<file path="src/ma_pkg.sv">
package ma_pkg;

    localparam int DIN_WIDTH  = 16;                        // Sample and output width.
    localparam int WINDOW_LEN = 16;                        // Samples averaged.
    localparam int ADDR_WIDTH = $clog2(WINDOW_LEN);        // Delay line address.
    localparam int ACC_WIDTH  = DIN_WIDTH + ADDR_WIDTH;    // Holds a full-scale window sum.
    localparam int DIFF_WIDTH = DIN_WIDTH + 1;             // Newest minus oldest.
    localparam int FILL_WIDTH = ADDR_WIDTH + 1;            // Counts up to WINDOW_LEN.

    // Fill count at which every RAM word holds a sample written since reset.
    localparam logic [FILL_WIDTH-1:0] FILL_MAX = FILL_WIDTH'(WINDOW_LEN);

    // Remainder threshold for round to nearest, an exact half rounds down.
    localparam logic [ADDR_WIDTH-1:0] ROUND_HALF = ADDR_WIDTH'(WINDOW_LEN / 2);

    typedef enum logic {
        ROUND_TRUNC   = 1'b0,
        ROUND_NEAREST = 1'b1
    } round_mode_e;

    // Producer to delay line, one write per accepted sample.
    typedef struct packed {
        logic                        valid;
        logic signed [DIN_WIDTH-1:0] data;
        logic [ADDR_WIDTH-1:0]       addr;
        logic                        primed;   // Old word at addr is real data.
        round_mode_e                 mode;
    } ram_wr_t;

    // Delay line to comb, newest and oldest sample side by side.
    typedef struct packed {
        logic                        valid;
        logic signed [DIN_WIDTH-1:0] newest;
        logic signed [DIN_WIDTH-1:0] oldest;   // Zero while the window fills.
        round_mode_e                 mode;
    } comb_pair_t;

endpackage

</file>
<file path="src/ma_sample_front.sv">
`timescale 1ns/100ps

module ma_sample_front (
    input  logic                                  clk,
    input  logic                                  rst,
    input  logic signed [ma_pkg::DIN_WIDTH-1:0]   in_sample,
    input  logic                                  in_valid,
    input  ma_pkg::round_mode_e                   round_mode,
    output ma_pkg::ram_wr_t                       wr
);

    logic [ma_pkg::ADDR_WIDTH-1:0] wr_addr;      // Next RAM word to overwrite.
    logic [ma_pkg::FILL_WIDTH-1:0] fill_cnt;     // Samples written since reset.
    logic                          window_full;

    // Once WINDOW_LEN samples are in, every address holds a real sample.
    assign window_full = (fill_cnt == ma_pkg::FILL_MAX);

    always_ff @(posedge clk) begin
        // Payload follows the strobe, held otherwise.
        if (in_valid) begin
            wr.data   <= in_sample;
            wr.addr   <= wr_addr;
            wr.primed <= window_full;
            wr.mode   <= round_mode;
        end

        if (rst) begin
            wr.valid <= 1'b0;
            wr_addr  <= '0;
            fill_cnt <= '0;
        end else begin
            wr.valid <= in_valid;                 // One cycle to the delay line.
            if (in_valid) begin
                wr_addr <= wr_addr + 1'b1;        // Wraps at WINDOW_LEN.
                if (!window_full) begin
                    fill_cnt <= fill_cnt + 1'b1;  // Saturates at FILL_MAX.
                end
            end
        end
    end

endmodule

</file>
<file path="src/ma_delay_ram.sv">
`timescale 1ns/100ps

module ma_delay_ram (
    input  logic                clk,
    input  logic                rst,
    input  ma_pkg::ram_wr_t     wr,
    output ma_pkg::comb_pair_t  pair
);

    // Delay line storage, one word per window slot.
    logic signed [ma_pkg::DIN_WIDTH-1:0] mem [0:ma_pkg::WINDOW_LEN-1];

    logic signed [ma_pkg::DIN_WIDTH-1:0] rd_q;    // RAM read register.
    logic signed [ma_pkg::DIN_WIDTH-1:0] old_q;   // Read output register.

    // First stage alongside the RAM read.
    logic                                s1_valid;
    logic signed [ma_pkg::DIN_WIDTH-1:0] s1_newest;
    logic                                s1_primed;
    ma_pkg::round_mode_e                 s1_mode;

    // Second stage alongside the output register.
    logic                                s2_valid;
    logic signed [ma_pkg::DIN_WIDTH-1:0] s2_newest;
    logic                                s2_primed;
    ma_pkg::round_mode_e                 s2_mode;

    // Read-first, the word returned is WINDOW_LEN samples old.
    always_ff @(posedge clk) begin
        if (wr.valid) begin
            rd_q          <= mem[wr.addr];
            mem[wr.addr]  <= wr.data;
        end
    end

    always_ff @(posedge clk) begin
        if (s1_valid) begin
            old_q <= rd_q;
        end
    end

    always_ff @(posedge clk) begin
        if (rst) begin
            s1_valid  <= 1'b0;
            s1_newest <= '0;
            s1_primed <= 1'b0;
            s1_mode   <= ma_pkg::ROUND_TRUNC;
            s2_valid  <= 1'b0;
            s2_newest <= '0;
            s2_primed <= 1'b0;
            s2_mode   <= ma_pkg::ROUND_TRUNC;
        end else begin
            s1_valid <= wr.valid;
            s2_valid <= s1_valid;
            if (wr.valid) begin
                s1_newest <= wr.data;
                s1_primed <= wr.primed;
                s1_mode   <= wr.mode;
            end
            if (s1_valid) begin
                s2_newest <= s1_newest;
                s2_primed <= s1_primed;
                s2_mode   <= s1_mode;
            end
        end
    end

    always_comb begin
        pair.valid  = s2_valid;
        pair.newest = s2_newest;
        pair.mode   = s2_mode;
        // Stale RAM content counts as zero until the window has filled.
        if (s2_primed) begin
            pair.oldest = old_q;
        end else begin
            pair.oldest = '0;
        end
    end

endmodule

</file>
<file path="src/ma_comb_integ.sv">
`timescale 1ns/100ps

module ma_comb_integ (
    input  logic                                  clk,
    input  logic                                  rst,
    input  ma_pkg::comb_pair_t                    pair,
    output logic signed [ma_pkg::DIN_WIDTH-1:0]   out_sample,
    output logic                                  out_valid
);

    // Comb stage.
    logic signed [ma_pkg::DIFF_WIDTH-1:0] diff_q;
    logic                                 diff_valid;
    ma_pkg::round_mode_e                  diff_mode;

    // Integrator stage.
    logic signed [ma_pkg::ACC_WIDTH-1:0]  acc_q;       // Running window sum.
    logic                                 acc_valid;
    ma_pkg::round_mode_e                  acc_mode;

    // Scaling.
    logic signed [ma_pkg::DIN_WIDTH-1:0]  quot;        // Floor of sum / WINDOW_LEN.
    logic [ma_pkg::ADDR_WIDTH-1:0]        rem;         // Bits shifted out.
    logic                                 round_up;

    always_ff @(posedge clk) begin
        if (pair.valid) begin
            // Both operands sign extended, full-scale swing fits in DIFF_WIDTH.
            diff_q    <= ma_pkg::DIFF_WIDTH'(pair.newest)
                         - ma_pkg::DIFF_WIDTH'(pair.oldest);
            diff_mode <= pair.mode;
        end

        if (rst) begin
            diff_valid <= 1'b0;
        end else begin
            diff_valid <= pair.valid;
        end
    end

    always_ff @(posedge clk) begin
        if (rst) begin
            acc_q     <= '0;
            acc_valid <= 1'b0;
            acc_mode  <= ma_pkg::ROUND_TRUNC;
        end else begin
            acc_valid <= diff_valid;
            if (diff_valid) begin
                acc_q    <= acc_q + ma_pkg::ACC_WIDTH'(diff_q);  // Sign extended add.
                acc_mode <= diff_mode;                           // Mode of this sample.
            end
        end
    end

    // Arithmetic shift by ADDR_WIDTH is the upper DIN_WIDTH bits.
    assign quot = acc_q[ma_pkg::ACC_WIDTH-1 -: ma_pkg::DIN_WIDTH];
    assign rem  = acc_q[ma_pkg::ADDR_WIDTH-1:0];

    // Strictly above half, so a tie keeps the truncated value.
    assign round_up = (acc_mode == ma_pkg::ROUND_NEAREST) && (rem > ma_pkg::ROUND_HALF);

    always_comb begin
        if (round_up) begin
            out_sample = quot + 1'b1;   // Cannot wrap, max sum has zero remainder.
        end else begin
            out_sample = quot;
        end
    end

    assign out_valid = acc_valid;

endmodule

</file>
<file path="src/ma_filter_top.sv">
`timescale 1ns/100ps

module ma_filter_top (
    input  logic                                  clk,
    input  logic                                  rst,
    input  logic signed [ma_pkg::DIN_WIDTH-1:0]   in_sample,
    input  logic                                  in_valid,
    input  ma_pkg::round_mode_e                   round_mode,
    output logic signed [ma_pkg::DIN_WIDTH-1:0]   out_sample,
    output logic                                  out_valid
);

    ma_pkg::ram_wr_t    wr;     // Sample with its write slot.
    ma_pkg::comb_pair_t pair;   // Newest and oldest, aligned.

    // Capture, write address and fill state.
    ma_sample_front u_front (
        .clk        (clk),
        .rst        (rst),
        .in_sample  (in_sample),
        .in_valid   (in_valid),
        .round_mode (round_mode),
        .wr         (wr)
    );

    // WINDOW_LEN deep delay line.
    ma_delay_ram u_delay (
        .clk  (clk),
        .rst  (rst),
        .wr   (wr),
        .pair (pair)
    );

    // Comb, integrator and rounding.
    ma_comb_integ u_integ (
        .clk        (clk),
        .rst        (rst),
        .pair       (pair),
        .out_sample (out_sample),
        .out_valid  (out_valid)
    );

endmodule

</file>
<file path="config.mk">
export PLATFORM = sky130hd
export DESIGN_NAME = ma_filter_top
export DESIGN_NICKNAME = d
export VERILOG_FILES = /design/src/ma_pkg.sv /design/src/ma_sample_front.sv /design/src/ma_delay_ram.sv /design/src/ma_comb_integ.sv /design/src/ma_filter_top.sv
export SDC_FILE = /design/constraint.sdc
export NUM_CORES = 1
export LEC_CHECK = 0
export BUFFER_PORTS_ARGS = -buffer_cell sky130_fd_sc_hd__buf_2
export CORE_UTILIZATION = 62
export DETAILED_ROUTE_END_ITERATION = 16
export PLACE_DENSITY_LB_ADDON = 0.2
export SYNTH_ARGS = -nofsm -noshare
export SYNTH_HDL_FRONTEND = slang
export SYNTH_SLANG_ARGS = --single-unit
</file>
<file path="constraint.sdc">
create_clock -name clk -period 4.37 [get_ports clk]
set_clock_uncertainty 0.2 [all_clocks]
set_input_delay 1.0925 -clock clk [delete_from_list [all_inputs] [get_ports clk]]
set_output_delay 1.0925 -clock clk [all_outputs]
set_load 0.005 [all_outputs]
</file>
==> reports/qor.csv, run 1 <==
metric;value;unit
syn_nets;1074;
synthArstFlopShare;0;%
timing.final.ws_setup;696;ps
r2r_slack;1360;ps
power.leakage;6.49;nW
antenna_cells;0;
fmax;272;MHz
die_y;166;um
status;finished with violations;
synth_edf_count;328;
rsz0062_at_grt;no;
hp-start;u_delay.rd_q[7];
io_buffer_count;36;
avgRoutedWirePerCell;23.5;um
netlist_area;0.0166;mm^2
core;0.0262;mm^2
powerDensity;441;mW/mm^2
placementRows;59;
r2r_start;u_delay.s2_primed;
end_kind;primary output;
dieArea;0.0275;mm^2
synthTopCellsByCount;edfxtp_1 (328), nor2_1 (89), mux4_2 (80), dfxtp_1 (71), nand2_1 (50);
synthMuxAreaShare;13.5;%
grt_pass1_vias;9147;
layout-drive-gt1-share;20.7;%
place_congestion;0.870;
crit_start;u_integ.acc_q[1];
top_level_ports;37;
reg2reg_depth;9;
area_growth;11.9;%
path_class;reg2out;
fp.dieW;166;um
cts_resized;0;
cts_tree;built;
wl;33900;um
power;8.19;mW
relSlewSlack;32.1;%
holdWs;218;ps
yosysWarningCount;0;
root_buffer;clkbuf_16;
synth_top_family_by_area;multiplexers;
crit_arrival;2380;ps
ys_ff_latch;399;
synth_xor_area_share;2.32;%
insertion_delay;540;ps
grt_antenna_before_repair;0;
first_iter_violations;820;
grt_use_total;25.5;%
max-cap-violations;0;
post_cts_buffers;0;
cts_buffer_depth;3;
detailedRoute.firstPassIterationCount;13;
period_minus_slack;3670;ps
drv_slew;0;
ys_types;72;
syn_inst;1013;
drc;5;
yosysTopAreaCellShare;59.2;%
cts.hold.buffers_added;0;
grt_pass1_wl;52700;um
hold_viol;0;
finalSetupViolations;0;
grt_overflow_total;0;
numCtsBuffers;41;
fin_crit_sh;84.1;%
synthAdderAreaFrac;3.18;%
fin_setup_tns;0;ps
worstReg2RegEnd;u_integ.diff_q[16];
place_ws;1220;ps
cp_max_fo;5;
hpwl;21400;um
vias_per_cell;6.25;
synth_area_leaders;edfxtp_1 (59%), mux4_2 (11%), dfxtp_1 (8.5%), ha_1 (2.9%), mux2i_1 (2.7%);
ctsHtreeMaxLevel;2;
path_clk_slew;60;ps
critPathRequiredTime;3080;ps
worst_pin_slew;1020;ps
ys_seq_area_share;67.8;%
initial_core_util;63.4;%
endpoint;out_sample[15];
yosysTopAreaCell;edfxtp_1;
nets;1132;
drt.antenna.violating_nets;0;
synth.most_common_cell;edfxtp_1;
peakVddDrop;0.535;mV
synth-simple-area-share;6.18;%
clock-sinks;399;
start_kind;register;
synth_ff_type;edfxtp_1;
synth_compound_area_share;5.08;%
avgSynthCellArea;16.4;um^2
grt_max_degree;42;
vias;8987;
hold_class;reg2reg;
violations;design-rule violations;
==> sequential cells by signal, indices dropped and copies added (netlist names), 5 cells and up <==
register,flops
u_delay.rd_q,16
u_integ.acc_q,20
u_delay.mem,256
u_integ.diff_q,17
u_front.wr,23
u_delay.s2_newest,16
u_delay.old_q,16
u_delay.s1_newest,16
u_front.fill_cnt,5
==> power breakdown <==
| part | internal (mW) | total [mW] | switching (mW) |
|---|---|---|---|
| clock | 2.05 | 3.48 | 1.44 |
| combinational | 0.189 | 0.384 | 0.195 |
| sequential | 4.22 | 4.33 | 0.108 |
==> placed cells by master, fill, tap and decap left out, types with 5 or more instances in the layout <==
| cell | netlist | layout |
|---|---|---|
| edfxtp_1 | 328 | 328 |
| nor2_1 | 89 | 89 |
| mux4_2 | 80 | 80 |
| dfxtp_1 | 71 | 69 |
| nand2_1 | 50 | 50 |
| mux2i_1 | 45 | 45 |
| clkbuf_16 | 0 | 42 |
| ha_1 | 39 | 39 |
| buf_2 | 11 | 36 |
| buf_4 | 0 | 29 |
| xnor2_1 | 28 | 28 |
| a21oi_1 | 22 | 22 |
| inv_1 | 19 | 19 |
| xor2_1 | 16 | 16 |
| a21o_1 | 12 | 12 |
| and3_1 | 12 | 12 |
| o21ai_0 | 10 | 10 |
| nand3_1 | 10 | 10 |
| nand4_1 | 10 | 10 |
| nor2b_1 | 9 | 9 |
| a31oi_1 | 9 | 9 |
| o21ai_1 | 8 | 8 |
| clkbuf_1 | 29 | 8 |
| a211oi_1 | 7 | 7 |
| clkinv_2 | 0 | 7 |
| nand2b_1 | 5 | 5 |
| o21a_1 | 5 | 5 |
| clkbuf_8 | 0 | 5 |
==> stage by stage <==
step                      utilization (%)  cell area (um^2)  cells
after floorplan                         -             16600   1013
after global placement               65.7             17200   1363
after detailed placement             65.7             17200   1363
after CTS                            71.0             18600   1439
after global routing                 71.0             18600   1439
final                                71.0             18600   1439
==> final cells by class <==
cell class              instances  area (um^2)
clock inverters                21          220
clock buffers                  55         1150
well taps                     335          419
fillers                      1669         7610
multi-input cells             543         5060
flip-flops and latches        399        11300
inverters                      21         78.8
repair buffers                 65          398
==> kinds of logic (layout without fill, tap and decap cells) <==
group,after synthesis,count (layout)
multiplexers,125,125
buffers and inverters,71,162
flip-flops,399,399
adder cells (fa/ha/maj),41,41
AO/OA/AOI/OAI,116,116
XOR/XNOR,44,44
AND/OR/NAND/NOR,217,217
==> critical path, cell delays in order, from the launching register on <==
cell and delay (ps):
dfxtp_1 430, o311ai_2 210, nor4_2 310, and4_1 430, nand2_1 90, nor2_1 130
xor2_1 140, buf_2 120
==> routing by layer <==
metal  GRT usage (%)  vias up  part of all wire, %
met2            44.0      292                   52
met3            3.27       57                  5.2
met5               0        -                    0
li1                -     4079                    -
met4            8.37        0                  2.2
met1            34.0     4559                   41
==> how the worst min path moves through the flow <==
| stage | slack (ps) | cells after the start | endpoint |
|---|---|---|---|
| after global placement | 200 | 0 | u_delay.old_q[4] |
| after global routing | 230 | 0 | u_delay.old_q[7] |
| final | 220 | 0 | u_delay.old_q[7] |
| after detailed placement | 210 | 0 | u_delay.old_q[7] |
| after floorplan | 200 | 0 | u_delay.old_q[0] |
| after CTS | 220 | 0 | u_delay.old_q[7] |
No activity file was read; power rests on OpenSTA's default activity.
==> run 2: changes to the inputs <==
--- a/config.mk
+++ b/config.mk
@@ -6,7 +6,7 @@
 export NUM_CORES = 1
 export LEC_CHECK = 0
 export BUFFER_PORTS_ARGS = -buffer_cell sky130_fd_sc_hd__buf_2
-export CORE_UTILIZATION = 62
+export CORE_UTILIZATION = 56
 export DETAILED_ROUTE_END_ITERATION = 16
 export PLACE_DENSITY_LB_ADDON = 0.2
 export SYNTH_ARGS = -nofsm -noshare
==> constraint.sdc (replaced) <==
create_clock -name clk -period 3.35 [get_ports clk]
set_clock_uncertainty 0.2 [all_clocks]
set_input_delay 0.8375 -clock clk [delete_from_list [all_inputs] [get_ports clk]]
set_output_delay 0.8375 -clock clk [all_outputs]
set_load 0.005 [all_outputs]
==> reports/qor.csv, run 2 (synthesized netlist as in run 1, its figures left out) <==
metric;value;unit
hold_viol;0;
crit_arrival;2140;ps
cts.hold.buffers_added;0;
fin_crit_sh;95.0;%
nets;1135;
cp_num_buf_inv;1;
grt_overflow_total;0;
path_class;reg2out;
top_level_ports;37;
vias_per_cell;5.96;
top_register;u_delay.mem;
detailedRoute.firstPassIterationCount;5;
first_iter_violations;733;
avgRoutedWirePerCell;21.6;um
period_minus_slack;3180;ps
place_ws;524;ps
powerDensity;565;mW/mm^2
layout-drive-gt1-share;22.2;%
reg_top3;u_delay.mem: 256 flops, u_front.wr: 23 flops, u_integ.acc_q: 20 flops;
grt_use_total;22.0;%
finalSetupViolations;0;
grt_max_degree;57;
critPathRequiredTime;2310;ps
utilization;64.8;%
fmax;314;MHz
numCtsBuffers;41;
largest_reg_flops;256;
grt_pass1_wl;50800;um
cts_buffer_depth;3;
cp_top_family;simple AND/OR/NAND/NOR gates;
io_buffer_count;36;
peakVddDrop;0.458;mV
crit_start;u_integ.acc_q[1];
drt.antenna.violating_nets;0;
ctsHtreeMaxLevel;2;
antenna_cells;0;
r2r_slack;530;ps
root_buffer;clkbuf_16;
hp-start;u_delay.rd_q[14];
die_y;174;um
start_kind;register;
place_congestion;0.909;
grt_antenna_before_repair;0;
placed_area;0.0174;mm^2
relSlewSlack;22.7;%
hold_class;reg2reg;
layout_commonest_cell;edfxtp_1;
fin_area;0.0187;mm^2
slowest_stage;dfxtp_2;
clock-sinks;399;
cp_max_fo;5;
fin_setup_tns;0;ps
worst_pin_slew;1160;ps
max-cap-violations;0;
end_kind;primary output;
power.leakage;6.50;nW
initial_core_util;57.5;%
path_clk_slew;60;ps
grt_pass1_vias;8902;
dieArea;0.0304;mm^2
final_cell_mix;edfxtp_1 (328), mux4_2 (80), nor2_1 (77), dfxtp_1 (65), nand2_1 (50);
area_growth;12.7;%
cts_tree;built;
drv_slew;0;
rsz0062_at_grt;no;
core;0.0289;mm^2
fp.dieW;174;um
vias;8877;
hpwl;20800;um
crit_chain;o311ai_4, nor4_2, and4_2, nand2_1, nor2_1, xor2_1, buf_2;
placementRows;62;
r2r_start;u_delay.s2_primed;
status;finished clean;
timing.final.ws_setup;169;ps
insertion_delay;530;ps
wl;32200;um
cpPeakStageDelay;400;ps
drc;0;
[run 2: repair_timing]
item	CTS	global route
cloned	0	0
gates resized for setup	2	5
buffers inserted	1	0
pin swaps	1	1
setup endpoints to repair	1	8
[run 2: area by class of cell]
class / count / area [um^2]
clock inverter: 20 / 196
fill: 2002 / 10200
timing repair buffer: 68 / 470
sequential: 399 / 11300
inverter: 21 / 78.8
tap: 384 / 480
clock buffer: 55 / 1140
multi-input combinational: 543 / 5100
[run 2: stage by stage]
stage          hold slack [ps]  std cells  total power, mW
6_report                   216       1490             10.6
5_1_grt                    226       1490             10.9
4_1_cts                    218       1490             10.7
3_5_place_dp               205       1414             6.25
3_3_place_gp               202       1414             6.23
2_1_floorplan              200       1013             6.07
[run 2: worst paths after layout]
kind,endpoint,cells after the start
worst max-delay path,out_sample[15],7
worst min-delay path,u_delay.old_q[14],0
worst max register to register,u_integ.diff_q[10],8
worst min register to register,u_delay.old_q[14],0
[run 2: power breakdown]
part	switching [mW]	leakage (nW)	total [mW]	internal, mW
registers	0.129	3.57	5.63	5.50
clock network	1.82	0.651	4.46	2.64
logic	0.253	2.28	0.509	0.256
[run 2: layer usage]
metal  wire length (um)  up-vias  global-route usage [%]
met2              16400      210                    37.7
li1                   -     4081                       -
met4                608        0                    5.81
met5                  0        -                       0
met1              14000     4537                    29.7
met3               1210       49                    3.08
==> run 3: changes to the inputs <==
--- a/config.mk
+++ b/config.mk
@@ -5,7 +5,9 @@
 export SDC_FILE = /design/constraint.sdc
 export NUM_CORES = 1
 export LEC_CHECK = 0
+export ABC_AREA = 1
 export BUFFER_PORTS_ARGS = -buffer_cell sky130_fd_sc_hd__buf_2
+export CORE_ASPECT_RATIO = 0.8
 export CORE_UTILIZATION = 56
 export DETAILED_ROUTE_END_ITERATION = 16
 export PLACE_DENSITY_LB_ADDON = 0.2
==> reports/qor.csv, run 3 <==
metric;value;unit
status;finished clean;
fin_crit_sh;90.1;%
first_iter_violations;1062;
top_register;u_delay.mem;
path_clk_slew;70;ps
vias;11000;
vias_per_cell;5.78;
peakVddDrop;0.496;mV
yosysTopAreaCellShare;59.3;%
grt_use_total;26.1;%
register_area;0.0113;mm^2
critPathRequiredTime;2310;ps
nets;1559;
syn_inst;1435;
cp_max_fo;6;
io_buffer_count;36;
power;10.8;mW
numCtsBuffers;38;
avgSynthCellArea;11.6;um^2
rsz0062_at_grt;no;
fmax;331;MHz
period_minus_slack;3020;ps
wl;39000;um
cts.hold.buffers_added;0;
worst_pin_slew;831;ps
synth_area_leaders;edfxtp_1 (59%), dfxtp_1 (8.6%), nand2_1 (6.6%), a22oi_1 (5.8%), nor2_1 (3.5%);
power.leakage;7.28;nW
grt_max_degree;65;
finalSetupViolations;0;
avgRoutedWirePerCell;20.5;um
drv_slew;0;
place_congestion;0.899;
detailedRoute.firstPassIterationCount;6;
grt_pass1_vias;10000;
drt.antenna.violating_nets;0;
antenna_cells;0;
fp.dieW;195;um
cts_tree;built;
placementRows;56;
netlist_area;0.0166;mm^2
path_class;reg2out;
die_y;156;um
final_cell_mix;edfxtp_1 (328), nand2_1 (292), nor2_1 (143), a22oi_1 (128), inv_1 (105);
hpwl;25000;um
reg2reg_depth;11;
clock-sinks;399;
place_inst;1835;
start_kind;register;
synth_edf_count;328;
area_growth;12.3;%
fin_setup_tns;0;ps
post_cts_buffers;0;
ys_types;39;
hold_viol;0;
dieArea;0.0304;mm^2
synth_ff_type;edfxtp_1;
synth.most_common_cell;edfxtp_1;
end_kind;primary output;
grt_pass1_wl;59000;um
powerDensity;578;mW/mm^2
layout-drive-gt1-share;10.2;%
top_level_ports;37;
cts_buffer_depth;3;
max-cap-violations;0;
grt_antenna_before_repair;0;
yosysTopAreaCell;edfxtp_1;
synthArstFlopShare;0;%
cts_resized;0;
ys_ff_latch;399;
fillers;2252;
insertion_delay;540;ps
largest_reg_flops;256;
ys_seq_area_share;67.8;%
crit_arrival;1980;ps
ctsHtreeMaxLevel;2;
synthTopCellsByCount;edfxtp_1 (328), nand2_1 (292), nor2_1 (153), a22oi_1 (128), inv_1 (107);
relSlewSlack;44.5;%
root_buffer;clkbuf_16;
grt_overflow_total;0;
yosysWarningCount;0;
initial_core_util;56.9;%
layout_commonest_cell;edfxtp_1;
hold_class;reg2reg;
core;0.0292;mm^2
syn_nets;1496;
reg_top3;u_delay.mem: 256 flops, u_front.wr: 23 flops, u_integ.acc_q: 20 flops;
fin_cells;1903;
drc;0;
hold_depth;0;
multiInputGateArea;0.00473;mm^2
run 3: changes by cell type after synthesis, moves of 29 or more:
cell,change
nand2_1,+242
a22oi_1,+128
inv_1,+88
mux4_2,-80
nor2_1,+64
o21ai_0,+57
mux2i_1,-45
nand3_1,+31
a21oi_1,+29
run 3: power breakdown:
| part | switching, mW | internal (mW) | total [mW] |
|---|---|---|---|
| sequential | 0.143 | 5.53 | 5.67 |
| clock | 1.77 | 2.61 | 4.38 |
| combinational | 0.490 | 0.249 | 0.739 |
run 3: path summary, 6_finish.rpt:
check	start	end	slack, ps
worst max-delay path	u_integ.acc_q[1]	out_sample[15]	330
worst min-delay path	u_delay.rd_q[0]	u_delay.old_q[0]	200
worst max register to register	u_delay.s2_primed	u_integ.diff_q[16]	780
worst min register to register	u_delay.rd_q[0]	u_delay.old_q[0]	200
run 3: area by class of cell:
class	count	area share (%)
clock buffer	50	5.68
clock inverter	18	1.12
inverter	112	2.25
multi-input combinational	873	25.4
sequential	399	60.4
tap	377	2.53
timing repair buffer	74	2.63
run 3: worst max-delay path, stage by stage (launching register included):
cell	delay, ps
dfxtp_1	380
inv_1	70
nand3_1	100
nand3_2	150
inv_2	140
nand4_1	110
nor3_1	210
xor2_1	150
buf_2	120
run 3: routing by layer:
layer  wire, um  GRT usage (%)  vias to the layer above  share of wire [%]
li1           -              -                     5214                  -
met2      16100           36.2                      477                 41
met3       3670           4.93                       56                9.4
met5          0              0                        -                  0
met4        700           7.03                        0                1.8
met1      18400           41.5                     5243                 47
run 3: through the flow:
| stage | worst slack [ps] | cell area (um^2) | hold WS [ps] | utilization [%] |
|---|---|---|---|---|
| finish | 332 | 18700 | 202 | 63.8 |
| global placement | 837 | 17400 | 204 | 59.5 |
| detailed placement | 799 | 17400 | 205 | 59.5 |
| floorplan | 906 | 16600 | 200 | - |
| global route | 107 | 18700 | 206 | 63.8 |
| CTS | 301 | 18700 | 206 | 63.8 |
run 3: logic make-up after synthesis:
| group | count (synthesis) | share of synthesized area (%) |
|---|---|---|
| simple gates | 536 | 13.2 |
| buf+inv | 163 | 3.90 |
| fa+ha+maj | 41 | 3.18 |
| xor+xnor | 32 | 1.69 |
| flops | 399 | 67.8 |
| compound gates | 264 | 10.2 |
